===== src/logic/physMemPkg.sv =====
package physMemPkg;

    // line geometry
    localparam int ADDR_BITS   = 32;
    localparam int LINE_BITS   = 256;
    localparam int LINE_OFFSET = 5;
    localparam int LINE_COUNT  = 64;
    localparam int INDEX_BITS  = 6;

    // request latency in cycles, zero is handled as one
    localparam int LATENCY_BITS = 16;
    localparam logic [LATENCY_BITS-1:0] DEFAULT_LATENCY = 16'd25;

    // sequencer states
    localparam logic [1:0] ST_IDLE    = 2'd0;
    localparam logic [1:0] ST_BUSY    = 2'd1;
    localparam logic [1:0] ST_RECOVER = 2'd2;

    // AXI4-Lite register map
    localparam int AXI_ADDR_BITS = 4;
    localparam int AXI_DATA_BITS = 32;
    localparam logic [AXI_ADDR_BITS-1:0] REG_LATENCY     = 4'h0;
    localparam logic [AXI_ADDR_BITS-1:0] REG_STATUS      = 4'h4;
    localparam logic [AXI_ADDR_BITS-1:0] REG_READ_COUNT  = 4'h8;
    localparam logic [AXI_ADDR_BITS-1:0] REG_WRITE_COUNT = 4'hC;
    localparam logic [1:0] RESP_OKAY   = 2'b00;
    localparam logic [1:0] RESP_SLVERR = 2'b10;

    // five causes need three bits
    typedef enum logic [2:0] {
        CAUSE_NONE          = 3'd0,
        CAUSE_READ_DROPPED  = 3'd1,
        CAUSE_WRITE_DROPPED = 3'd2,
        CAUSE_CONFLICT      = 3'd3,
        CAUSE_ADDR_CHANGED  = 3'd4
    } errCause;

endpackage


===== src/logic/memConfigRegs.sv =====
`timescale 1ns/1ps

module memConfigRegs
    import physMemPkg::*;
(
    input  logic                       clk,
    input  logic                       rstN,
    input  logic [AXI_ADDR_BITS-1:0]   awaddr,
    input  logic                       awvalid,
    output logic                       awready,
    input  logic [AXI_DATA_BITS-1:0]   axiWdata,
    input  logic [AXI_DATA_BITS/8-1:0] wstrb,
    input  logic                       wvalid,
    output logic                       wready,
    output logic [1:0]                 bresp,
    output logic                       bvalid,
    input  logic                       bready,
    input  logic [AXI_ADDR_BITS-1:0]   araddr,
    input  logic                       arvalid,
    output logic                       arready,
    output logic [AXI_DATA_BITS-1:0]   axiRdata,
    output logic [1:0]                 rresp,
    output logic                       rvalid,
    input  logic                       rready,
    input  logic                       readDone,
    input  logic                       writeDone,
    input  logic                       protoError,
    input  errCause                    protoCause,
    output logic [LATENCY_BITS-1:0]    latency,
    output logic                       error
);

    errCause                  causeReg;
    logic [AXI_DATA_BITS-1:0] readCount;
    logic [AXI_DATA_BITS-1:0] writeCount;
    logic                     writeFire;
    logic                     readFire;
    logic                     writeMapped;
    logic                     readMapped;
    logic                     clearError;
    logic [AXI_DATA_BITS-1:0] readWord;

    assign writeFire = awvalid && awready && wvalid && wready;
    assign readFire  = arvalid && arready;

    assign writeMapped = (awaddr == REG_LATENCY) || (awaddr == REG_STATUS) ||
                         (awaddr == REG_READ_COUNT) || (awaddr == REG_WRITE_COUNT);
    assign clearError  = writeFire && (awaddr == REG_STATUS) && wstrb[0] && axiWdata[0];

    // read decode, unmapped offsets return zero
    always_comb begin
        readMapped = 1'b1;
        readWord   = '0;
        case (araddr)
            REG_LATENCY:     readWord = AXI_DATA_BITS'(latency);
            REG_STATUS:      readWord = AXI_DATA_BITS'({causeReg, error});
            REG_READ_COUNT:  readWord = readCount;
            REG_WRITE_COUNT: readWord = writeCount;
            default:         readMapped = 1'b0;
        endcase
    end

    // write channel: both valids first, then a one-cycle ready pair
    always_ff @(posedge clk) begin
        if (!rstN) begin
            awready <= 1'b0;
            wready  <= 1'b0;
            bvalid  <= 1'b0;
            bresp   <= RESP_OKAY;
        end else begin
            awready <= 1'b0;
            wready  <= 1'b0;
            if (awvalid && wvalid && !awready && !bvalid) begin
                awready <= 1'b1;
                wready  <= 1'b1;
            end
            if (writeFire) begin
                bvalid <= 1'b1;
                bresp  <= writeMapped ? RESP_OKAY : RESP_SLVERR;
            end else if (bvalid && bready) begin
                bvalid <= 1'b0;
            end
        end
    end

    // read channel
    always_ff @(posedge clk) begin
        if (!rstN) begin
            arready <= 1'b0;
            rvalid  <= 1'b0;
            rresp   <= RESP_OKAY;
        end else begin
            arready <= 1'b0;
            if (arvalid && !arready && !rvalid) begin
                arready <= 1'b1;
            end
            if (readFire) begin
                rvalid <= 1'b1;
                rresp  <= readMapped ? RESP_OKAY : RESP_SLVERR;
            end else if (rvalid && rready) begin
                rvalid <= 1'b0;
            end
        end
    end

    always_ff @(posedge clk) begin
        if (readFire) begin
            axiRdata <= readWord;
        end
    end

    // registers and counters
    always_ff @(posedge clk) begin
        if (!rstN) begin
            latency    <= DEFAULT_LATENCY;
            error      <= 1'b0;
            causeReg   <= CAUSE_NONE;
            readCount  <= '0;
            writeCount <= '0;
        end else begin
            if (writeFire && (awaddr == REG_LATENCY)) begin
                for (int b = 0; b < LATENCY_BITS / 8; b++) begin
                    if (wstrb[b]) begin
                        latency[b*8 +: 8] <= axiWdata[b*8 +: 8];
                    end
                end
            end
            if (clearError) begin
                error    <= 1'b0;
                causeReg <= CAUSE_NONE;
            end
            // a new violation beats a clear in the same cycle
            if (protoError) begin
                error <= 1'b1;
                if (!error || clearError) begin
                    causeReg <= protoCause;
                end
            end
            if (readDone) begin
                readCount <= readCount + 1'b1;
            end
            if (writeDone) begin
                writeCount <= writeCount + 1'b1;
            end
        end
    end

endmodule


===== config.mk =====
export PLATFORM = sky130hd
export DESIGN_NAME = memConfigRegs
export DESIGN_NICKNAME = d
export VERILOG_FILES = /design/src/logic/physMemPkg.sv /design/src/logic/memConfigRegs.sv
export SDC_FILE = /design/constraint.sdc
export NUM_CORES = 1
export LEC_CHECK = 0
export BUFFER_PORTS_ARGS = -buffer_cell sky130_fd_sc_hd__buf_2
export CELL_PAD_IN_SITES_DETAIL_PLACEMENT = 1
export CELL_PAD_IN_SITES_GLOBAL_PLACEMENT = 1
export CORE_ASPECT_RATIO = 1.1
export CORE_UTILIZATION = 30
export CTS_CLUSTER_DIAMETER = 30
export CTS_CLUSTER_SIZE = 30
export DETAILED_ROUTE_END_ITERATION = 10
export PLACE_DENSITY_LB_ADDON = 0.1
export SLEW_MARGIN = 5
export SYNTH_ARGS = -nofsm -noshare
export SYNTH_HDL_FRONTEND = slang
export SYNTH_SLANG_ARGS = --single-unit

===== constraint.sdc =====
create_clock -name clk -period 2.7 [get_ports clk]
set_input_delay 0.675 -clock clk [delete_from_list [all_inputs] [get_ports clk]]
set_output_delay 0.675 -clock clk [all_outputs]
set_load 0.02 [all_outputs]

== Word-level counts from Yosys, hierarchy flattened ==
Cells that the tools add are included.

* Register bits: 124

* Reductions and logical operators: 32
* Mux-type cells: 15
* Equal/unequal tests: 6
* Add/sub/neg operators: 2

{| class="wikitable"
|+ Operator list
! kind !! number
|-
| $pmux 32 s4 || 1
|-
| $add 32x1->32 const B || 2
|-
| $eq 4x4->1 const B || 4
|-
| $logic_and 1x1->1 || 15
|-
| $mux 1 || 9
|-
| $mux 3 || 3
|-
| $eq 4x3->1 const B || 2
|-
| $logic_not 4->1 || 2
|-
| $reduce_bool 2->1 || 3
|-
| $logic_not 1->1 || 5
|-
| $logic_or 1x1->1 || 4
|-
| $mux 2 || 2
|-
| $reduce_and 2->1 || 2
|-
| $reduce_or 4->1 || 1
|}

== Logic depth before layout (Yosys ltp) ==
Gate-level depths: netlist of run 1.

* Depth after elaboration: 9
* Depth in mapped cells: 7
* Gate-level depth less buffers: 5

== Worst setup path after synthesis of run 1 ==
Ideal clock, no wire load.

* Path kind: input -> register
* From: input writeDone
* To: register writeCount[27]
* Slack: 0.521 ns
* Stages on the path: 6
* Arrival: 2.108 ns
* Path buffers: 2
* Library setup time: 0.070 ns
* Cells stage by stage: buf_4 -> nand4_1 -> or4_1 -> clkbuf_1 -> or4_1 -> a21oi_1

{| class="wikitable"
|+ RTL lines
! item !! RTL line !! source
|-
| from (decl) || memConfigRegs.sv:26 || <nowiki>input logic writeDone,</nowiki>
|-
| to (signal assigned) || memConfigRegs.sv:143 || <nowiki>writeCount <= writeCount + 1'b1;</nowiki>
|-
| to (decl) || memConfigRegs.sv:35 || <nowiki>logic [AXI_DATA_BITS-1:0] writeCount;</nowiki>
|}

== Worst setup path in the final report of run 1 ==
* From: register readCount[0]
* To: register readCount[28]

* Longest elaborated chain between the ends: 1

{| class="wikitable"
|+ Ends and longest elaborated chain
! item !! RTL line !! source
|-
| from (decl) || memConfigRegs.sv:34 || <nowiki>logic [AXI_DATA_BITS-1:0] readCount;</nowiki>
|-
| from (signal assigned) || memConfigRegs.sv:140 || <nowiki>readCount <= readCount + 1'b1;</nowiki>
|-
| $add 32x1->32 || memConfigRegs.sv:140 ||
|}

No other way between the ends.
A chain may end at the register's enable or synchronous reset.

==> results of run 1 <==
final cells by class:
class                   instances  area, um2  share of cell area
flip-flops and latches        122       2760               0.402
multi-input cells             406       2620               0.381
repair buffers                106        573              0.0833
clock buffers                  21        504              0.0733
well taps                     238        298              0.0433
clock inverters                11       80.1              0.0116
inverters                      10       37.5             0.00546
power groups by stage:
| stage | Clock [mW] | Combinational (mW) | Sequential (mW) |
|---|---|---|---|
| after global routing | 2.36 | 0.192 | 1.91 |
| after floorplan | 0 | 0.0947 | 1.96 |
| final | 2.22 | 0.174 | 1.91 |
| after global placement | 0 | 0.171 | 1.95 |
| after detailed placement | 0 | 0.176 | 1.95 |
| after CTS | 2.28 | 0.177 | 1.91 |
worst register-to-register path, stage by stage, from the launching register on:
cell	delay [ns]
dfxtp_1	0.48
ha_1	0.28
nand3_1	0.16
or4_1	0.67
or4_1	0.59
a21oi_1	0.16
layout by cell type (no fill, tap or decap), types with 12 or more instances in the layout:
cell type / synthesis / routed
a22o_1: 16 / 16
or3_1: 12 / 12
nand2_1: 42 / 42
buf_2: 2 / 94
o21ai_0: 13 / 13
a21oi_1: 39 / 39
mux2i_1: 22 / 22
o31ai_1: 24 / 24
nand4_1: 21 / 21
clkbuf_16: 0 / 20
nand3_1: 20 / 20
a22oi_1: 12 / 12
edfxtp_1: 32 / 32
dfxtp_1: 90 / 90
or4_1: 30 / 30
nor2_1: 58 / 58
flip-flops by register name, indices dropped and copies added, names as in the netlist:
| name | cells |
|---|---|
| rresp | 1 |
| latency | 16 |
| rvalid | 1 |
| bvalid | 1 |
| arready | 1 |
| axiRdata | 32 |
| readCount | 32 |
| causeReg | 3 |
| error | 1 |
| wready | 1 |
| bresp | 1 |
| writeCount | 32 |
final timing paths:
check                from  cells after the start            end
max          readCount[0]                      5  readCount[28]
min               arready                      1        arready
max reg2reg  readCount[0]                      5  readCount[28]
min reg2reg       arready                      1        arready
synth_stat cells, types with 12 or more instances:
library cell	number	area, um2
dfxtp_1	90	1800
nor2_1	58	218
nand2_1	42	158
a21oi_1	39	195
edfxtp_1	32	961
clkbuf_1	31	116
or4_1	30	225
o31ai_1	24	180
mux2i_1	22	220
nand4_1	21	131
nand3_1	20	100
a22o_1	16	140
o21ai_0	13	65.1
a22oi_1	12	90.1
or3_1	12	75.1
per-stage QoR:
stage / cell area [um2] / std cells / worst slack [ns]
4_1_cts: 6880 / 914 / 0.284
3_3_place_gp: 6290 / 882 / 0.282
3_5_place_dp: 6290 / 882 / 0.204
5_1_grt: 6880 / 914 / 0.153
6_report: 6880 / 914 / 0.295
2_1_floorplan: 5590 / 577 / 0.521
cells by family after synthesis:
family | count (synthesis) | synth area share
simple gates | 233 | 0.223
xor+xnor | 22 | 0.0345
mux | 37 | 0.0784
fa+ha+maj | 2 | 0.00448
compound gates | 110 | 0.127
flops | 122 | 0.494
buf+inv | 49 | 0.0374
other cells | 1 | 0.000671
per-layer routing:
metal,vias up,GRT usage
met5,-,0
li1,2319,-
met1,2315,0.209
met3,11,0.0468
met4,0,0.0494
met2,100,0.315
==> results.md, run 1 <==
* Crit-path cells: ha_1, nand3_1, or4_1, or4_1, a21oi_1
* Power Density at 626 mW/mm2
* Postcts setup bufs at 0
* Crit path capture type: register
* Sequential Power Share at 0.444
* Final Util at 0.382
* Clock buffer depth at 2
* Avg WL per Cell at 17.6 um
* Final setup fails at 0
* Die footprint at 0.0192 mm2
* Worst path bufs/invs at 0
* Top layer in use: met4
* Cell Rows at 51
* Starting Density at 0.311
* Skew-Pair Late Insertion Delay at 0.42 ns
* Slew Limit Fails at 0
* PostCTS Resize Cnt at 0
* Placer Congestion at 0.719
* Slew margin rel. at 0.588
* Min-Delay Path Class: reg -> reg
* Number of flops mapped to enable cells by yosys at 32
* Sw Share at 0.233
* Die H at 145 um
* WS Path Type: reg -> reg
* M1 WL at 7.00 mm
* Vias in the first global route at 4946
* Final hold viol count at 0
* # hold bufs at CTS at 0
* R2R setup slack at 0.29 ns
* Drt first pass iters at 5
* Status: finished, final reports clean
* Max_cap viols at 0
* WP data required at 3.05 ns
* Initial antenna violation count at 0
* Tot Pwr at 4.30 mW
* Leakage power total at 2.61 nW
* Num Clock Sinks at 122
* Yosys warning total at 0
* Worst-path clk slew at 0.06 ns
* Cell mode on critical path: or4_1
* Delay-heaviest family, CP: simple AND/OR/NAND/NOR gates
* Floorplan core area at 0.0180 mm2
* Vias/cell at 5.19
* Setup_tns at 0 ns
* Post-DRT Antenna Nets at 0
* Synth unique cells at 42
* Register bit count reported by yosys at 122
* Area Overhead vs Synth at 23.0%
* Fin nets at 722
* Routed vias at 4745
* Initial DRC count at 247
* Post-synthesis cell count at 576
* Combinational Power Share at 0.040
* Wire length on met3 at 631 um
* Max frequency at 416 MHz
* Clock Power Share at 0.516
* Synth Area per Inst at 9.70 um2
* Io pins at 115
* Slowest cell on the critical path: or4_1
* Hold WS at 0.437 ns
* Diode count at 0
* Slew @ Worst Pin at 0.616 ns
* Quantity of I/O buffers inserted on ports at 94
* Post-layout min period at 2.41 ns
* Worst setup SP type: register
* Drt drc at 0
* Root buffer cell: clkbuf_16
* Crit-path max cell delay at 0.67 ns
* Int Pwr at 3.30 mW
* Psw at 1.00 mW
* GRT Util Overall at 0.178
* Prevailing post-synth register cell: dfxtp_1
* Largest net degree at the start of global routing at 80
* Mapped cell area at 0.00559 mm2
* GR Overflow Total at 0
* Routed WL at 16.1 mm
* VDD IR max at 0.400 mV
* Post-synth ARST share at 0
* Fill cells at 2118
* H-Tree Depth at 4
* Fraction of layout cells with a size suffix above 1 at 0.235
* Unrepaired setup endpoints after global routing: no
* Global-route wire length before repair at 26.3 mm
* Worst-path fanout max at 14
* CTS tree: built
* Clock Skew at 0.00766 ns
* Num CTS Buffers at 17
* Critical path arrival at 2.75 ns
* Post-DP HPWL at 11.5 mm
* Sequential area share after synthesis at 0.494
* Final worst path period share at 0.891
* Die Wd at 132 um
* Routed wl met2 at 8.32 mm
(Power assumes the default switching activity.)
==> inputs of run 2 (changes only) <==
--- a/config.mk
+++ b/config.mk
@@ -13,7 +13,7 @@
 export CTS_CLUSTER_DIAMETER = 30
 export CTS_CLUSTER_SIZE = 30
 export DETAILED_ROUTE_END_ITERATION = 10
-export PLACE_DENSITY_LB_ADDON = 0.1
+export PLACE_DENSITY = 0.6
 export SLEW_MARGIN = 5
 export SYNTH_ARGS = -nofsm -noshare
 export SYNTH_HDL_FRONTEND = slang
==> run 2 against run 1 <==
- clock skew up 0.00064 ns
- power decreased by 3.1%
- largest power group unchanged
- non-clock buffer count unchanged
- largest cell class unchanged
- sequential power is essentially flat
- cell area fell by 0.64%
- setup slack improved by 0.077 ns
- core utilization decreased by 0.24 points
- critical path depth increased by 1
==> results.md, run 2 (synthesis results as in run 1) <==
* Worst-path clk slew at 0.06 ns (about the same)
* Final hold viol count at 0 (unchanged)
* Hold path start: arready
* Crit-path cells: ha_1, nand3_1, or4_1, buf_4, or3_1, a21oi_1
* DP Area at 0.00629 mm2 (about the same)
* Num Clock Sinks at 122 (unchanged)
* Largest net degree at the start of global routing at 59 (-26%)
* Die H at 145 um (unchanged)
* Vias/cell at 5.29 (+1.8%)
* Slew margin rel. at 0.604 (+0.0155)
* Setup_tns at 0 ns (unchanged)
* Drt drc at 0 (unchanged)
* Crit-path max cell delay at 0.63 ns (-0.04 ns)
* Status: finished, final reports clean
* Clock buffer depth at 2 (unchanged)
* Final worst path period share at 0.862 (-0.0284)
* Floorplan core area at 0.0180 mm2 (unchanged)
* Initial antenna violation count at 0 (unchanged)
* Critical path arrival at 2.68 ns (-0.07 ns)
* Io pins at 115 (unchanged)
* Post-DP HPWL at 11.5 mm (-0.15%)
* Min-Delay Path Class: reg -> reg
* Cell Rows at 51 (unchanged)
* Post-DRT Antenna Nets at 0 (unchanged)
* R2R setup slack at 0.37 ns (+0.08 ns)
* Area Overhead vs Synth at 22.3%
* Skew-Pair Late Insertion Delay at 0.42 ns (about the same)
* Avg WL per Cell at 17.2 um (-2.3%)
* Initial DRC count at 144 (-42%)
* Drt first pass iters at 4 (-1)
* Starting Density at 0.311 (unchanged)
* Routed vias at 4832 (+1.8%)
* Worst path bufs/invs at 1 (+1)
* Post-layout min period at 2.33 ns (-0.0766 ns)
* Final setup fails at 0 (unchanged)
* Cell total after placement at 882 (unchanged)
* Num CTS Buffers at 17 (unchanged)
* Quantity of I/O buffers inserted on ports at 94 (unchanged)
* Slew Limit Fails at 0 (unchanged)
* Routed WL at 15.7 mm (-2.3%)
* Crit path capture type: register
* Placer Congestion at 0.748 (+4.0%)
* Root buffer cell: clkbuf_16
* Unrepaired setup endpoints after global routing: no
* Worst hold stages at 1 (unchanged)
* Power Density at 610 mW/mm2 (-2.5%)
* GR Overflow Total at 0 (unchanged)
* Post-layout instance area at 0.00683 mm2 (-0.64%)
* Most frequent cells in the layout: buf_2, dfxtp_1, nor2_1, nand2_1, a21oi_1
* WP data required at 3.05 ns (about the same)
* Die footprint at 0.0192 mm2 (unchanged)
* Delay-heaviest family, CP: simple AND/OR/NAND/NOR gates
* Max_cap viols at 0 (unchanged)
* Slowest cell on the critical path: or4_1
* Clock Skew at 0.00830 ns (+0.000643 ns)
* Commonest non-fill, non-tap cell in the layout: buf_2
* Final Non-Filler Cells at 914 (unchanged)
* Worst Hold Endpoint: arready
* VDD IR max at 0.408 mV (+1.8%)
* Final Util at 0.380 (-0.00243)
* Fraction of layout cells with a size suffix above 1 at 0.229 (-0.00592)
* Reg-to-reg critical path endpoint: readCount[14]
* R2R Path Start: readCount[0]
* Global-route wire length before repair at 25.3 mm (-3.9%)
* Vias in the first global route at 4955 (+0.18%)
* Max frequency at 429 MHz (+3.3%)
* Register-to-Register Path Depth at 6 (+1)
* Slew @ Worst Pin at 0.591 ns (-0.0245 ns)
* Worst-path fanout max at 12 (-2)
* PostCTS Resize Cnt at 0 (unchanged)
* GRT Util Overall at 0.169 (-0.00865)
* WS Path Type: reg -> reg
* Biggest regs: axiRdata: 32 flops, readCount: 32 flops, writeCount: 32 flops
* Leakage power total at 2.60 nW (-0.46%)
* Stages on the worst setup path at 6 (+1)
* Tot Pwr at 4.17 mW (-3.1%)
* Fin nets at 722 (unchanged)
* # hold bufs at CTS at 0 (unchanged)
* Postcts setup bufs at 0 (unchanged)
* Die Wd at 132 um (unchanged)
* Diode count at 0 (unchanged)
* CTS tree: built
* Worst setup SP type: register
* H-Tree Depth at 4 (unchanged)
* Fill cells at 2097 (-0.99%)
==> run 2: worst register-to-register path, cell delays in order, from the launching register on <==
cell     delay (ns)
dfxtp_1        0.50
ha_1           0.28
nand3_1        0.13
or4_1          0.63
buf_4          0.25
or3_1          0.35
a21oi_1        0.13
==> run 2: metal layers <==
| metal | wire [um] | track usage |
|---|---|---|
| met4 | 342 | 0.0756 |
| met5 | 0 | 0 |
| met3 | 723 | 0.0423 |
| met2 | 7860 | 0.294 |
| met1 | 6780 | 0.194 |
==> run 2: layout make-up <==
cell class                 instances  area (um2)  area share
tap                              238         298      0.0436
multi-input combinational        406        2620       0.384
timing repair buffer             106         573      0.0839
clock inverter                    11        78.8      0.0115
inverter                          10        37.5     0.00549
sequential                       122        2760       0.404
clock buffer                      21         460      0.0674
==> run 2: per-stage QoR <==
step / hold WS (ns) / setup slack [ns]
6_report: 0.439 / 0.371
3_5_place_dp: 0.438 / 0.302
5_1_grt: 0.471 / 0.223
3_3_place_gp: 0.414 / 0.350
4_1_cts: 0.446 / 0.341
2_1_floorplan: 0.442 / 0.521
==> run 2: how the worst max path moves through the flow <==
stage | start | endpoint | slack (ns)
after floorplan | writeDone | writeCount[27] | 0.52
after global placement | readDone | readCount[14] | 0.35
after detailed placement | readDone | readCount[14] | 0.30
after CTS | readCount[0] | readCount[26] | 0.34
after global routing | readCount[0] | readCount[14] | 0.22
final | readCount[0] | readCount[14] | 0.37
==> run 2: report_power, final <==
| part | total [mW] | internal (mW) | switching [mW] |
|---|---|---|---|
| Clock | 2.08 | 1.29 | 0.792 |
| Combinational | 0.174 | 0.0665 | 0.108 |
| Sequential | 1.91 | 1.89 | 0.0192 |
| Total | 4.17 | 3.25 | 0.919 |
