<file path="config.mk">
export PLATFORM = sky130hd
export DESIGN_NAME = lineAccessSequencer
export DESIGN_NICKNAME = d
export VERILOG_FILES = /design/src/logic/physMemPkg.sv /design/src/logic/lineAccessSequencer.sv
export SDC_FILE = /design/constraint.sdc
export NUM_CORES = 1
export LEC_CHECK = 0
export CAP_MARGIN = 0
export CORE_AREA = 2 2 420 422
export CTS_CLUSTER_DIAMETER = 30
export CTS_CLUSTER_SIZE = 8
export DETAILED_ROUTE_END_ITERATION = 7
export DIE_AREA = 0 0 422 424
export DONT_BUFFER_PORTS = 1
export SETUP_SLACK_MARGIN = 0.2
export SYNTH_ARGS = -nofsm -noshare
export SYNTH_HDL_FRONTEND = slang
export SYNTH_SLANG_ARGS = --single-unit
</file>
<file path="constraint.sdc">
create_clock -name clk -period 24.1 [get_ports clk]
set_input_delay 7.23 -clock clk [delete_from_list [all_inputs] [get_ports clk]]
set_output_delay 7.23 -clock clk [all_outputs]
set_load 0.1 [all_outputs]
</file>
<file path="src/logic/physMemPkg.sv">
package physMemPkg;

    // line geometry
    localparam int ADDR_BITS   = 32;
    localparam int LINE_BITS   = 256;
    localparam int LINE_OFFSET = 5;
    localparam int LINE_COUNT  = 64;
    localparam int INDEX_BITS  = 6;

    // request latency in cycles, zero is handled as one
    localparam int LATENCY_BITS = 16;
    localparam logic [LATENCY_BITS-1:0] DEFAULT_LATENCY = 16'd25;

    // sequencer states
    localparam logic [1:0] ST_IDLE    = 2'd0;
    localparam logic [1:0] ST_BUSY    = 2'd1;
    localparam logic [1:0] ST_RECOVER = 2'd2;

    // AXI4-Lite register map
    localparam int AXI_ADDR_BITS = 4;
    localparam int AXI_DATA_BITS = 32;
    localparam logic [AXI_ADDR_BITS-1:0] REG_LATENCY     = 4'h0;
    localparam logic [AXI_ADDR_BITS-1:0] REG_STATUS      = 4'h4;
    localparam logic [AXI_ADDR_BITS-1:0] REG_READ_COUNT  = 4'h8;
    localparam logic [AXI_ADDR_BITS-1:0] REG_WRITE_COUNT = 4'hC;
    localparam logic [1:0] RESP_OKAY   = 2'b00;
    localparam logic [1:0] RESP_SLVERR = 2'b10;

    // five causes need three bits
    typedef enum logic [2:0] {
        CAUSE_NONE          = 3'd0,
        CAUSE_READ_DROPPED  = 3'd1,
        CAUSE_WRITE_DROPPED = 3'd2,
        CAUSE_CONFLICT      = 3'd3,
        CAUSE_ADDR_CHANGED  = 3'd4
    } errCause;

endpackage

</file>
<file path="src/logic/lineAccessSequencer.sv">
`timescale 1ns/1ps

module lineAccessSequencer
    import physMemPkg::*;
(
    input  logic                    clk,
    input  logic                    rstN,
    input  logic                    read,
    input  logic                    write,
    input  logic [ADDR_BITS-1:0]    address,
    input  logic [LINE_BITS-1:0]    wdata,
    input  logic [LATENCY_BITS-1:0] latency,
    output logic                    resp,
    output logic [LINE_BITS-1:0]    rdata,
    output logic                    readDone,
    output logic                    writeDone,
    output logic                    protoError,
    output errCause                 protoCause,
    output logic                    storeWrite,
    output logic [INDEX_BITS-1:0]   storeIndex,
    output logic [LINE_BITS-1:0]    storeWdata,
    input  logic [LINE_BITS-1:0]    storeRdata
);

    logic [1:0]              state;
    logic                    capRead;
    logic [ADDR_BITS-1:0]    capAddr;
    logic [LINE_BITS-1:0]    capLine;
    logic [LATENCY_BITS-1:0] countdown;
    logic                    accept;
    logic                    violation;
    logic                    lastCycle;
    errCause                 cause;

    assign accept = (state == ST_IDLE) && (read || write);

    // protocol check against the captured request
    always_comb begin
        cause = CAUSE_NONE;
        if (capRead) begin
            if (!read) begin
                cause = CAUSE_READ_DROPPED;
            end else if (write) begin
                cause = CAUSE_CONFLICT;
            end else if (address != capAddr) begin
                cause = CAUSE_ADDR_CHANGED;
            end
        end else begin
            if (!write) begin
                cause = CAUSE_WRITE_DROPPED;
            end else if (read) begin
                cause = CAUSE_CONFLICT;
            end else if (address != capAddr) begin
                cause = CAUSE_ADDR_CHANGED;
            end
        end
    end

    assign violation = (state == ST_BUSY) && (cause != CAUSE_NONE);
    assign lastCycle = (state == ST_BUSY) && (countdown == LATENCY_BITS'(1));

    // index is stable for the whole busy period, so the registered
    // store output lines up with resp
    assign storeIndex = capAddr[LINE_OFFSET +: INDEX_BITS];
    assign storeWdata = capLine;
    assign storeWrite = lastCycle && !capRead && !violation;
    assign rdata      = storeRdata;

    // request payload
    always_ff @(posedge clk) begin
        if (accept) begin
            capAddr <= address;
            capLine <= wdata;
        end
    end

    always_ff @(posedge clk) begin
        if (!rstN) begin
            state      <= ST_IDLE;
            capRead    <= 1'b0;
            countdown  <= '0;
            resp       <= 1'b0;
            readDone   <= 1'b0;
            writeDone  <= 1'b0;
            protoError <= 1'b0;
            protoCause <= CAUSE_NONE;
        end else begin
            resp       <= 1'b0;
            readDone   <= 1'b0;
            writeDone  <= 1'b0;
            protoError <= 1'b0;
            case (state)
                ST_IDLE: begin
                    if (accept) begin
                        state   <= ST_BUSY;
                        // read wins if both rise together; the conflict check aborts it
                        capRead <= read;
                        countdown <= (latency == '0) ? LATENCY_BITS'(1) : latency;
                    end
                end
                ST_BUSY: begin
                    if (violation) begin
                        state      <= ST_RECOVER;
                        protoError <= 1'b1;
                        protoCause <= cause;
                    end else if (lastCycle) begin
                        state     <= ST_RECOVER;
                        resp      <= 1'b1;
                        readDone  <= capRead;
                        writeDone <= !capRead;
                    end else begin
                        countdown <= countdown - LATENCY_BITS'(1);
                    end
                end
                // the requester may still hold its request here
                default: begin
                    state <= ST_IDLE;
                end
            endcase
        end
    end

endmodule

</file>
# Word level (Yosys, flattened, before mapping)
# Cells that the tools add are included.
# totals
word_cells	57
input_bits	564
output_inout_bits	526
reg_bits	314
# op_classes
bitwise_logic	3
n_eq_ne	7
mux	17
n_reduce_logical	19
add_sub_neg	1
# op_table
operator	n
$mux W16	4
$ne A32 B32 Y1	1
$pmux W16 S2	1
$mux W3	6
$eq A16 B1 Y1 const B	1
$logic_not A16 Y1	1
$sub A16 B1 Y16 const B	1
$reduce_and A2 Y1	4
$mux W2	3
$ne A2 B2 Y1 const B	3
$logic_and A1 B1 Y1	5
$pmux W2 S2	1
$reduce_and A4 Y1	1
$reduce_or A4 Y1	1
$ne A3 B3 Y1 const B	1
$not A1 Y1	3
$reduce_bool A3 Y1	1
$reduce_or A3 Y1	1
$eq A2 B1 Y1 const B	1
$logic_not A1 Y1	2
$logic_not A2 Y1	1
$mux W1	2
$reduce_bool A2 Y1	1
$logic_or A1 B1 Y1	1

# Depth between registers and ports, before layout
# Gate-level depths: netlist of run 1.
# logic_depth
depth_word	9
ltp_mapped	9
ltp_nobuf	8

# Least setup slack after synthesis of run 1
# OpenSTA, ideal clock, no wires.
# synth_timing
path_type	input to output
from	input address[24]
to	output storeWrite
stages	5
required_ns	16.870
t_arrival_ns	11.005
slack_ns	5.865
path_cell_list	xnor2_1 -> nand4_1 -> nor4_4 -> nand2_2 -> nor4_1
# synth_via
elab_chain_cells	9
# synth_lines
element	line_no	text
start, declared	lineAccessSequencer.sv:10	input logic [ADDR_BITS-1:0] address,
$ne A32 B32 Y1 (*)	lineAccessSequencer.sv:45, lineAccessSequencer.sv:53	
$mux W3 (*)	lineAccessSequencer.sv:45, lineAccessSequencer.sv:53	
$mux W3 (on tied branches)	lineAccessSequencer.sv:51, lineAccessSequencer.sv:43	
$mux W3 (on tied branches)	lineAccessSequencer.sv:49, lineAccessSequencer.sv:41	
$mux W3 (*)	lineAccessSequencer.sv:40	if (capRead) begin
$reduce_bool A3 Y1 (*)	lineAccessSequencer.sv:59	assign violation = (state == ST_BUSY) && (cause != CAUSE_NONE);
$logic_and A1 B1 Y1 (*)	lineAccessSequencer.sv:59	
$logic_not A1 Y1 (*)	lineAccessSequencer.sv:66	assign storeWrite = lastCycle && !capRead && !violation;
$logic_and A1 B1 Y1 (*)	lineAccessSequencer.sv:66	
end, declared	lineAccessSequencer.sv:19	output logic storeWrite,
# Every way passes the cells marked *; elsewhere a longest branch is shown, timed or not.

# Final worst setup path of run 1
# layout_timing
from	input address[6]
to	output storeWrite
# Same word-level chain as after synthesis.

==> results of run 1 <==
## worst reg2reg max path: cells and delay by family (launching register included)
kind,cells,cell delay (ps)
xor+xnor,1,690
flops,1,790
simple gates,5,1840
## power breakdown
part / switching [uW] / internal (uW) / total [uW]
combinational: 142 / 29.7 / 172
sequential: 260 / 664 / 923
clock: 402 / 772 / 1170
total: 803 / 1470 / 2270
## layout by cell type, fill, tap and decap left out, types with 3 or more instances in the layout
cell type,n
clkinv_1,17
nand4_1,11
bufinv_16,8
a211oi_1,3
o31ai_1,3
inv_1,3
clkbuf_16,90
nor3_1,11
diode_2,55
nor4_1,5
nand2_1,23
nand3_1,5
clkbuf_1,13
buf_4,67
clkinv_4,15
o21ai_0,9
edfxtp_1,288
dfxtp_1,26
clkinvlp_4,7
clkinv_16,4
a31oi_1,6
a21oi_1,13
nor2_1,21
clkinv_2,6
xnor2_1,33
or3_1,3
## logic make-up (layout without fill, tap and decap cells)
kind of cell    after synthesis  count (layout)  share of synthesized area (%)
buf+inv                     275             236                           16.1
fa+ha+maj                     2               2                          0.199
xor+xnor                     34              34                           2.37
mux                           4               4                          0.338
simple gates                107             107                           4.88
compound gates               58              58                           3.27
flops                       314             314                           72.8
other cells                   0              55                              0
## sequential cells by signal, summed over array words and instances (netlist names)
register    cells
writeDone       1
state           2
resp            1
protoCause      3
storeWdata    256
capAddr        32
protoError      1
readDone        1
capRead         1
countdown      16
## per-stage QoR
step           setup slack [ps]  hold WS (ps)  cell area [sq um]  cells  power (uW)
2_1_floorplan              5860           459              12600    794        1240
3_5_place_dp               7150           487              14100   2932        1110
4_1_cts                    7150           496              17100   3095        2310
3_3_place_gp               7200           471              14100   2932        1110
5_1_grt                    7170           522              17100   3112        2340
6_report                   7250           491              17200   3150        2270
## final cells by class
class | instances | area, sq um | share of cell area, %
sequential | 314 | 9170 | 53.3
tap | 2340 | 2930 | 17.0
clock buffer | 103 | 2300 | 13.4
multi-input combinational | 205 | 1410 | 8.18
clock inverter | 60 | 694 | 4.03
timing repair buffer | 69 | 551 | 3.20
antenna | 55 | 138 | 0.800
inverter | 4 | 22.5 | 0.131
## metal layers
| metal | up-vias | wire [um] | global-route usage [%] |
|---|---|---|---|
| li1 | 2521 | - | - |
| met1 | 3537 | 28900 | 8.89 |
| met2 | 960 | 41000 | 14.9 |
| met3 | 344 | 14600 | 7.90 |
| met4 | 40 | 3520 | 3.51 |
| met5 | - | 782 | 1.34 |
## how the worst max path moves through the flow
stage                     start  depth (start not counted)         end  slack, ps
finish               address[6]                          6  storeWrite       7250
global route        address[24]                          6  storeWrite       7170
CTS                  address[6]                          6  storeWrite       7150
detailed placement   address[6]                          6  storeWrite       7150
global placement     address[6]                          6  storeWrite       7200
floorplan           address[24]                          5  storeWrite       5860
==> summary.txt, run 1 <==
Critical path
  – Worst Setup End Kind: output port
  – CP cell instances: xnor2_2, nand4_1, nor4_4, nand2_2, nor4_2, buf_16
  – Worst path slowest cell: nor4_2
  – Crit path max fanout: 10
  – Reg2reg setup slack: 20730 ps
  – Cell family with most CP delay: simple AND/OR/NAND/NOR gates
  – Cell count of the worst reg-to-reg path: 6
  – Critical path arrival: 9620 ps
  – R2r endpoint: writeDone
  – Crit path buf inv count: 1
  – Slowest cell delay on critical path: 550 ps
  – Crit Reg-Reg Startpoint: capAddr[5]
  – CP Class: in -> out
  – Nature of the critical path startpoint: input port
  – WP data required: 16870 ps

Die
  – Die extent in x: 422 um
  – Top-level I/O count: 1090
  – Total core area: 0.175 sq mm
  – Starting Density: 7.19%
  – Die area: 0.179 sq mm
  – Chip Height: 424 um
  – Row count: 154

Worst hold path
  – Hold Crit Depth: 2
  – Hold Path Class: reg -> reg
  – HP Start: countdown[15]
  – Hold endpoint: countdown[15]

Routing
  – Routed Antenna Nets: 0
  – Avg WL per Cell: 28.2 um
  – DRC: 0
  – First drt pass iteration count: 6
  – Vias per cell: 2.35
  – Final WL: 88800 um
  – Initial detailed-routing violation count: 952
  – DR vias: 7402

Synthesis
  – Synthesized area: 0.0126 sq mm
  – Area share of the largest cell type after synthesis: 68.7%
  – Yosys reg bits: 314
  – Yosys cell types: 59
  – Gate Count Post-Synth: 794
  – Most frequent cell after synthesis: edfxtp_1
  – Register area share after synthesis: 72.8%
  – Mapped Avg Cell Area: 15.9 sq um
  – Ys async rst share: 0%
  – Synth area leader: edfxtp_1
  – Commonest cells post-synth: edfxtp_1, buf_4, xnor2_1, dfxtp_1, nand2_1
  – EDFF count, synth: 288
  – Syn_nets: 1360
  – Synth top area cells: edfxtp_1, buf_4, dfxtp_1
  – Synth warnings: 0
  – Ys flop type: edfxtp_1

Global route
  – Vias in the first global route: 6482
  – Global-route usage over all layers: 9.45%
  – First-pass GRT wire length: 102000 um
  – Initial antenna violation count: 155
  – Largest net degree at the start of global routing: 92
  – Total gr overflow: 0

Finish
  – Fraction of layout cells with a size suffix above 1: 29.9%
  – Final core utilization: 9.84%
  – Final #Nets: 1250
  – Area grow syn2layout: 36.7%
  – FILL cells: 20.0k

Clocking
  – Clk_lat worst skew: 680 ps
  – Post-cts resize count: 0
  – CTS Buf Count: 90
  – Clock buffer depth: 3
  – Number of setup buffers added after CTS: 0
  – Sink Count: 314
  – Hold-fix buffers, CTS: 0
  – Clock slew at reported path FFs: 40 ps
  – Root Buffer: clkbuf_16
  – CTS H-tree depth: 3
  – CTS tree: built

STA
  – Max-slew violations: 0
  – Final hold violations: 0
  – Relative slew margins: 23.1%
  – Setup violations, final: 0
  – Actual slew at the worst max-slew pin: 1150 ps
  – Setup TNS Final: 0 ps
  – Minimum clock period: 16850 ps
  – Highest clock rate: 0.0593 GHz
  – RSZ-0062 raised after global routing: false
  – Clock Skews: 51.9 ps
  – Final Cycle Share: 69.9%

Place
  – Dpl hpwl: 74800 um
  – GP Congestion: 1.23
  – I/O Buffers: 0

Job
  – Max Cap Viol: 0

Power
  – Lkg Pwr: 0.00524 uW
  – Power per cell area: 132 mW/mm^2
  – Max VDD drop: 0.0508 mV

Outcome
  – Status: finished clean
No activity file was read; power rests on OpenSTA's default activity.
==> inputs of run 2 (changes only) <==
==> constraint.sdc (replaced) <==
create_clock -name clk -period 16.5 [get_ports clk]
set_input_delay 4.95 -clock clk [delete_from_list [all_inputs] [get_ports clk]]
set_output_delay 4.95 -clock clk [all_outputs]
set_load 0.1 [all_outputs]
==> run 2 against run 1 <==
  * Core utilization rose by 0.13 points
  * Clock power increased by 58%
  * Routed wire length decreased by 0.17%
==> summary.txt, run 2 (synthesized netlist as in run 1, its figures left out) <==
Critical path
  – CP cell instances: xnor2_1, nand4_1, nor4_4, nand2_2, nor4_2, buf_16
  – Crit path max fanout: 10
  – CP Class: in -> out
  – WP data required: 11550 ps
  – Critical path arrival: 7290 ps
  – Worst path slowest cell: nor4_4
  – Nature of the critical path startpoint: input port
  – Worst Setup End Kind: output port
  – Slowest cell delay on critical path: 580 ps

Finish
  – Design Area, Final: 0.0174 sq mm
  – Final #Nets: 1249
  – Most frequent cells in the layout: edfxtp_1, clkbuf_16, buf_4, xnor2_1, dfxtp_1
  – Fraction of layout cells with a size suffix above 1: 31.6%
  – Area grow syn2layout: 38.5%
  – Commonest non-fill, non-tap cell in the layout: edfxtp_1
  – Max reg flops: 256
  – Finished Layout Cells: 3160
  – Final core utilization: 9.97%

Global route
  – Global-route usage over all layers: 9.46%
  – Largest net degree at the start of global routing: 90
  – Total gr overflow: 0
  – Initial antenna violation count: 151
  – First-pass GRT wire length: 102000 um
  – Vias in the first global route: 6511

STA
  – Minimum clock period: 12240 ps
  – Highest clock rate: 0.0817 GHz
  – Clock Skews: 71.7 ps
  – Setup violations, final: 0
  – Setup TNS Final: 0 ps
  – RSZ-0062 raised after global routing: false
  – Final hold violations: 0
  – Final Cycle Share: 74.2%
  – Max-slew violations: 0
  – Actual slew at the worst max-slew pin: 1160 ps
  – PnR worst setup slack: 4260 ps
  – Relative slew margins: 22.7%

Die
  – Total core area: 0.175 sq mm
  – Die extent in x: 422 um
  – Starting Density: 7.19%
  – Die area: 0.179 sq mm
  – Chip Height: 424 um
  – Row count: 154
  – Top-level I/O count: 1090

Clocking
  – Post-cts resize count: 0
  – Clk_lat worst skew: 710 ps
  – Clock slew at reported path FFs: 50 ps
  – CTS Buf Count: 89
  – Root Buffer: clkbuf_16
  – Clock buffer depth: 3
  – Number of setup buffers added after CTS: 0
  – Sink Count: 314
  – CTS tree: built
  – Hold-fix buffers, CTS: 0
  – CTS H-tree depth: 3

Outcome
  – Status: finished clean

Routing
  – DRC: 0
  – Final WL: 88600 um
  – DR vias: 7412
  – Initial detailed-routing violation count: 1147
  – First drt pass iteration count: 5
  – Avg WL per Cell: 28.0 um
  – Vias per cell: 2.35
  – Routed Antenna Nets: 0

Place
  – DP Cell Count: 2932
  – Dpl hpwl: 74800 um
  – Area post-placement: 0.0141 sq mm
  – I/O Buffers: 0
  – GP Congestion: 1.23
  – Dpl ws: 4110 ps

Power
  – Power per cell area: 198 mW/mm^2
  – Lkg Pwr: 0.00535 uW
  – Max VDD drop: 0.0617 mV

Worst hold path
  – Hold Path Class: reg -> reg

Job
  – Max Cap Viol: 0
run 2: cell count changes in the layout (fill, tap and decap cells not counted), sizes merged:
cell	delta
clkbuf	-6
diode	+6
clkinv	-4
clkinvlp	+2
bufinv	+8
inv	+4
run 2: per-layer routing:
layer | track usage (%) | vias to the layer above | routed length, um
met5 | 2.18 | - | 790
met2 | 14.7 | 993 | 40800
met3 | 7.46 | 325 | 15200
met1 | 9.11 | 3521 | 28200
met4 | 3.93 | 38 | 3680
li1 | - | 2535 | -
run 2: through the flow:
stage	power [uW]	hold WS, ps
2_1_floorplan	1820	459
3_3_place_gp	1620	472
3_5_place_dp	1620	483
4_1_cts	3510	493
5_1_grt	3550	509
6_report	3450	491
run 2: layout make-up:
class                      instances  area, sq um
multi-input combinational        205         1410
tap                             2340         2930
sequential                       314         9170
inverter                           4         22.5
clock buffer                      97         2270
clock inverter                    70          940
timing repair buffer              69          551
fill                           19979       158000
antenna                           61          153
run 2: critical path, delay by kind of cell:
| family | cells | cell delay, ps |
|---|---|---|
| xor+xnor | 1 | 350 |
| buf+inv | 1 | 250 |
| simple gates | 4 | 1730 |
run 2: worst paths after layout:
check,start,end,slack [ps],depth (start not counted)
setup / recovery,address[24],storeWrite,4260,6
hold / removal,countdown[12],countdown[12],490,2
setup reg to reg,capAddr[5],writeDone,13160,6
hold reg to reg,countdown[12],countdown[12],490,2
run 2: power breakdown:
group	leakage (uW)	internal, uW	switching [uW]	total [uW]
Sequential	0.00303	969	379	1350
Combinational	0.000781	43.4	207	251
Clock	0.00153	1250	600	1850
Total	0.00535	2260	1190	3450
==> inputs of run 3 (changes only) <==
--- a/config.mk
+++ b/config.mk
@@ -5,12 +5,13 @@
 export SDC_FILE = /design/constraint.sdc
 export NUM_CORES = 1
 export LEC_CHECK = 0
+export ABC_AREA = 1
 export CAP_MARGIN = 0
-export CORE_AREA = 2 2 420 422
+export CORE_AREA = 2 2 423 425
 export CTS_CLUSTER_DIAMETER = 30
 export CTS_CLUSTER_SIZE = 8
 export DETAILED_ROUTE_END_ITERATION = 7
-export DIE_AREA = 0 0 422 424
+export DIE_AREA = 0 0 425 427
 export DONT_BUFFER_PORTS = 1
 export SETUP_SLACK_MARGIN = 0.2
 export SYNTH_ARGS = -nofsm -noshare
==> constraint.sdc (replaced) <==
create_clock -name clk -period 12.3 [get_ports clk]
set_input_delay 3.69 -clock clk [delete_from_list [all_inputs] [get_ports clk]]
set_output_delay 3.69 -clock clk [all_outputs]
set_load 0.1 [all_outputs]
==> run 3 against run 2 <==
  * Hold slack improved by 5.1 ps
  * Critical path type unchanged
  * Combinational power is 140% higher
  * Clock skew fell by 47 ps
  * Clock-buffer cell count decreased by 3
  * Largest cell class unchanged
  * Core utilization fell by 0.17 points
  * Clock power grew 26%
  * Area after synthesis up 1.5%
  * Setup slack got worse by 1400 ps
==> summary.txt, run 3 <==
Die
  – Row count: 155
  – Starting Density: 7.21%
  – Chip Height: 427 um
  – Die extent in x: 425 um
  – Die area: 0.181 sq mm
  – Top-level I/O count: 1090
  – Total core area: 0.177 sq mm

Synthesis
  – Ys async rst share: 0%
  – Syn_nets: 1487
  – Commonest cells post-synth: edfxtp_1, buf_4, nand2_1, nor2_1, inv_1
  – Synth warnings: 0
  – EDFF count, synth: 288
  – Yosys cell types: 33
  – Gate Count Post-Synth: 921
  – Yosys reg bits: 314
  – Synth area leader: edfxtp_1
  – Synthesized area: 0.0128 sq mm
  – Register area share after synthesis: 71.8%
  – Ys flop type: edfxtp_1
  – Synth top area cells: edfxtp_1, buf_4, dfxtp_1
  – Mapped Avg Cell Area: 13.9 sq um
  – Most frequent cell after synthesis: edfxtp_1
  – Area share of the largest cell type after synthesis: 67.7%

Critical path
  – Crit path max fanout: 3
  – CP Class: in -> out
  – CP cell instances: xnor2_1, nand2_1, nor2_1, nand2_1, nor2_2, nand3_2, nor2_2, buf_4
  – Worst path slowest cell: nor2_1
  – WP data required: 8610 ps
  – Worst Setup End Kind: output port
  – Slowest cell delay on critical path: 720 ps
  – Nature of the critical path startpoint: input port
  – Critical path arrival: 5700 ps

STA
  – Final hold violations: 0
  – Minimum clock period: 9390 ps
  – Actual slew at the worst max-slew pin: 1240 ps
  – Final Cycle Share: 76.3%
  – Relative slew margins: 17.6%
  – Setup TNS Final: 0 ps
  – Clock Skews: 24.5 ps
  – PnR worst setup slack: 2910 ps
  – RSZ-0062 raised after global routing: false
  – Setup violations, final: 0
  – Max-slew violations: 0
  – Highest clock rate: 0.107 GHz

Job
  – Max Cap Viol: 0

Global route
  – First-pass GRT wire length: 104000 um
  – Vias in the first global route: 6622
  – Initial antenna violation count: 151
  – Largest net degree at the start of global routing: 91
  – Total gr overflow: 0
  – Global-route usage over all layers: 9.57%

Power
  – Lkg Pwr: 0.00566 uW
  – Power per cell area: 298 mW/mm^2
  – Max VDD drop: 0.0929 mV

Finish
  – Final #Nets: 1375
  – Most frequent cells in the layout: edfxtp_1, nand2_1, clkbuf_16, buf_4, nor2_1
  – Commonest non-fill, non-tap cell in the layout: edfxtp_1
  – Fraction of layout cells with a size suffix above 1: 26.2%
  – Area grow syn2layout: 35.9%
  – Max reg flops: 256

Clocking
  – Hold-fix buffers, CTS: 0
  – Clock buffer depth: 3
  – CTS tree: built
  – CTS Buf Count: 87
  – Sink Count: 314
  – CTS H-tree depth: 3
  – Clk_lat worst skew: 680 ps
  – Clock slew at reported path FFs: 40 ps
  – Number of setup buffers added after CTS: 0
  – Post-cts resize count: 0
  – Root Buffer: clkbuf_16

Routing
  – Initial detailed-routing violation count: 796
  – Vias per cell: 2.28
  – Routed Antenna Nets: 0
  – DR vias: 7461
  – Avg WL per Cell: 28.0 um
  – First drt pass iteration count: 5
  – DRC: 0
  – Final WL: 91600 um

Outcome
  – Status: finished clean

Place
  – Dpl ws: 2740 ps
  – Dpl hpwl: 77700 um
  – GP Congestion: 0.934
  – I/O Buffers: 0

Worst hold path
  – Hold Path Class: reg -> reg
run 3: cell types whose count changed after synthesis, moves of 7 or more:
cell     change
xnor2_1     -13
inv_1       +37
nor2_2       +7
nand2_1     +90
xor2_1       +8
nand4_1      -8
o21ai_1      +8
nand3_1     +21
nor2_1      +46
inv_2        +8
a21oi_1      -8
run 3: cell type report:
cell class	instances	area (sq um)
fill	20237	160000
sequential	314	9170
tap	2355	2950
clock buffer	94	2210
multi-input combinational	287	1410
clock inverter	65	801
timing repair buffer	69	518
inverter	50	195
antenna	42	105
run 3: path summary, 6_finish.rpt:
kind | start | endpoint | slack (ps) | cells after the start
max | address[30] | storeWrite | 2910 | 8
min | capRead | capRead | 500 | 2
max reg2reg | state[1] | storeWdata[41] | 8890 | 5
min reg2reg | capRead | capRead | 500 | 2
run 3: worst max-delay path: cells and delay by family:
| kind | cells | cell delay (ps) |
|---|---|---|
| xor gates and xnor gates | 1 | 180 |
| buffers and inverters | 1 | 300 |
| and+or+nand+nor | 6 | 1470 |
run 3: report_power, final:
group / total, uW / internal, uW / switching [uW] / leakage, uW
registers: 2230 / 1390 / 844 / 0.00304
logic: 595 / 98.7 / 496 / 0.00119
clock network: 2340 / 1560 / 779 / 0.00143
total: 5170 / 3050 / 2120 / 0.00566
run 3: kinds of logic (layout without fill, tap and decap cells):
group,Yosys count,after routing,synth area share (%)
buf+inv,320,278,17.2
other cells,0,42,0
fa+ha+maj,2,2,0.196
xor+xnor,29,29,1.99
flops,314,314,71.8
simple gates,233,233,7.83
compound gates,23,23,1.01
run 3: stage by stage:
stage	cell area, sq um	instances	power [uW]	hold slack (ps)	utilization (%)
4_1_cts	17300	3234	5260	500	9.73
6_report	17400	3276	5170	496	9.79
2_1_floorplan	12800	921	3000	462	-
3_5_place_dp	14200	3075	2870	493	8.03
3_3_place_gp	14200	3075	2870	477	8.03
5_1_grt	17300	3247	5330	511	9.75
run 3: per-layer routing:
metal  wire, um  vias up  GRT usage (%)  part of all wire [%]
li1           -     2724              -                     -
met1      33500     3537           10.5                    37
met2      40100      869           14.2                    44
met3      14500      279           6.76                    16
met4       2950       52           3.49                   3.2
met5        584        -          0.899                  0.64
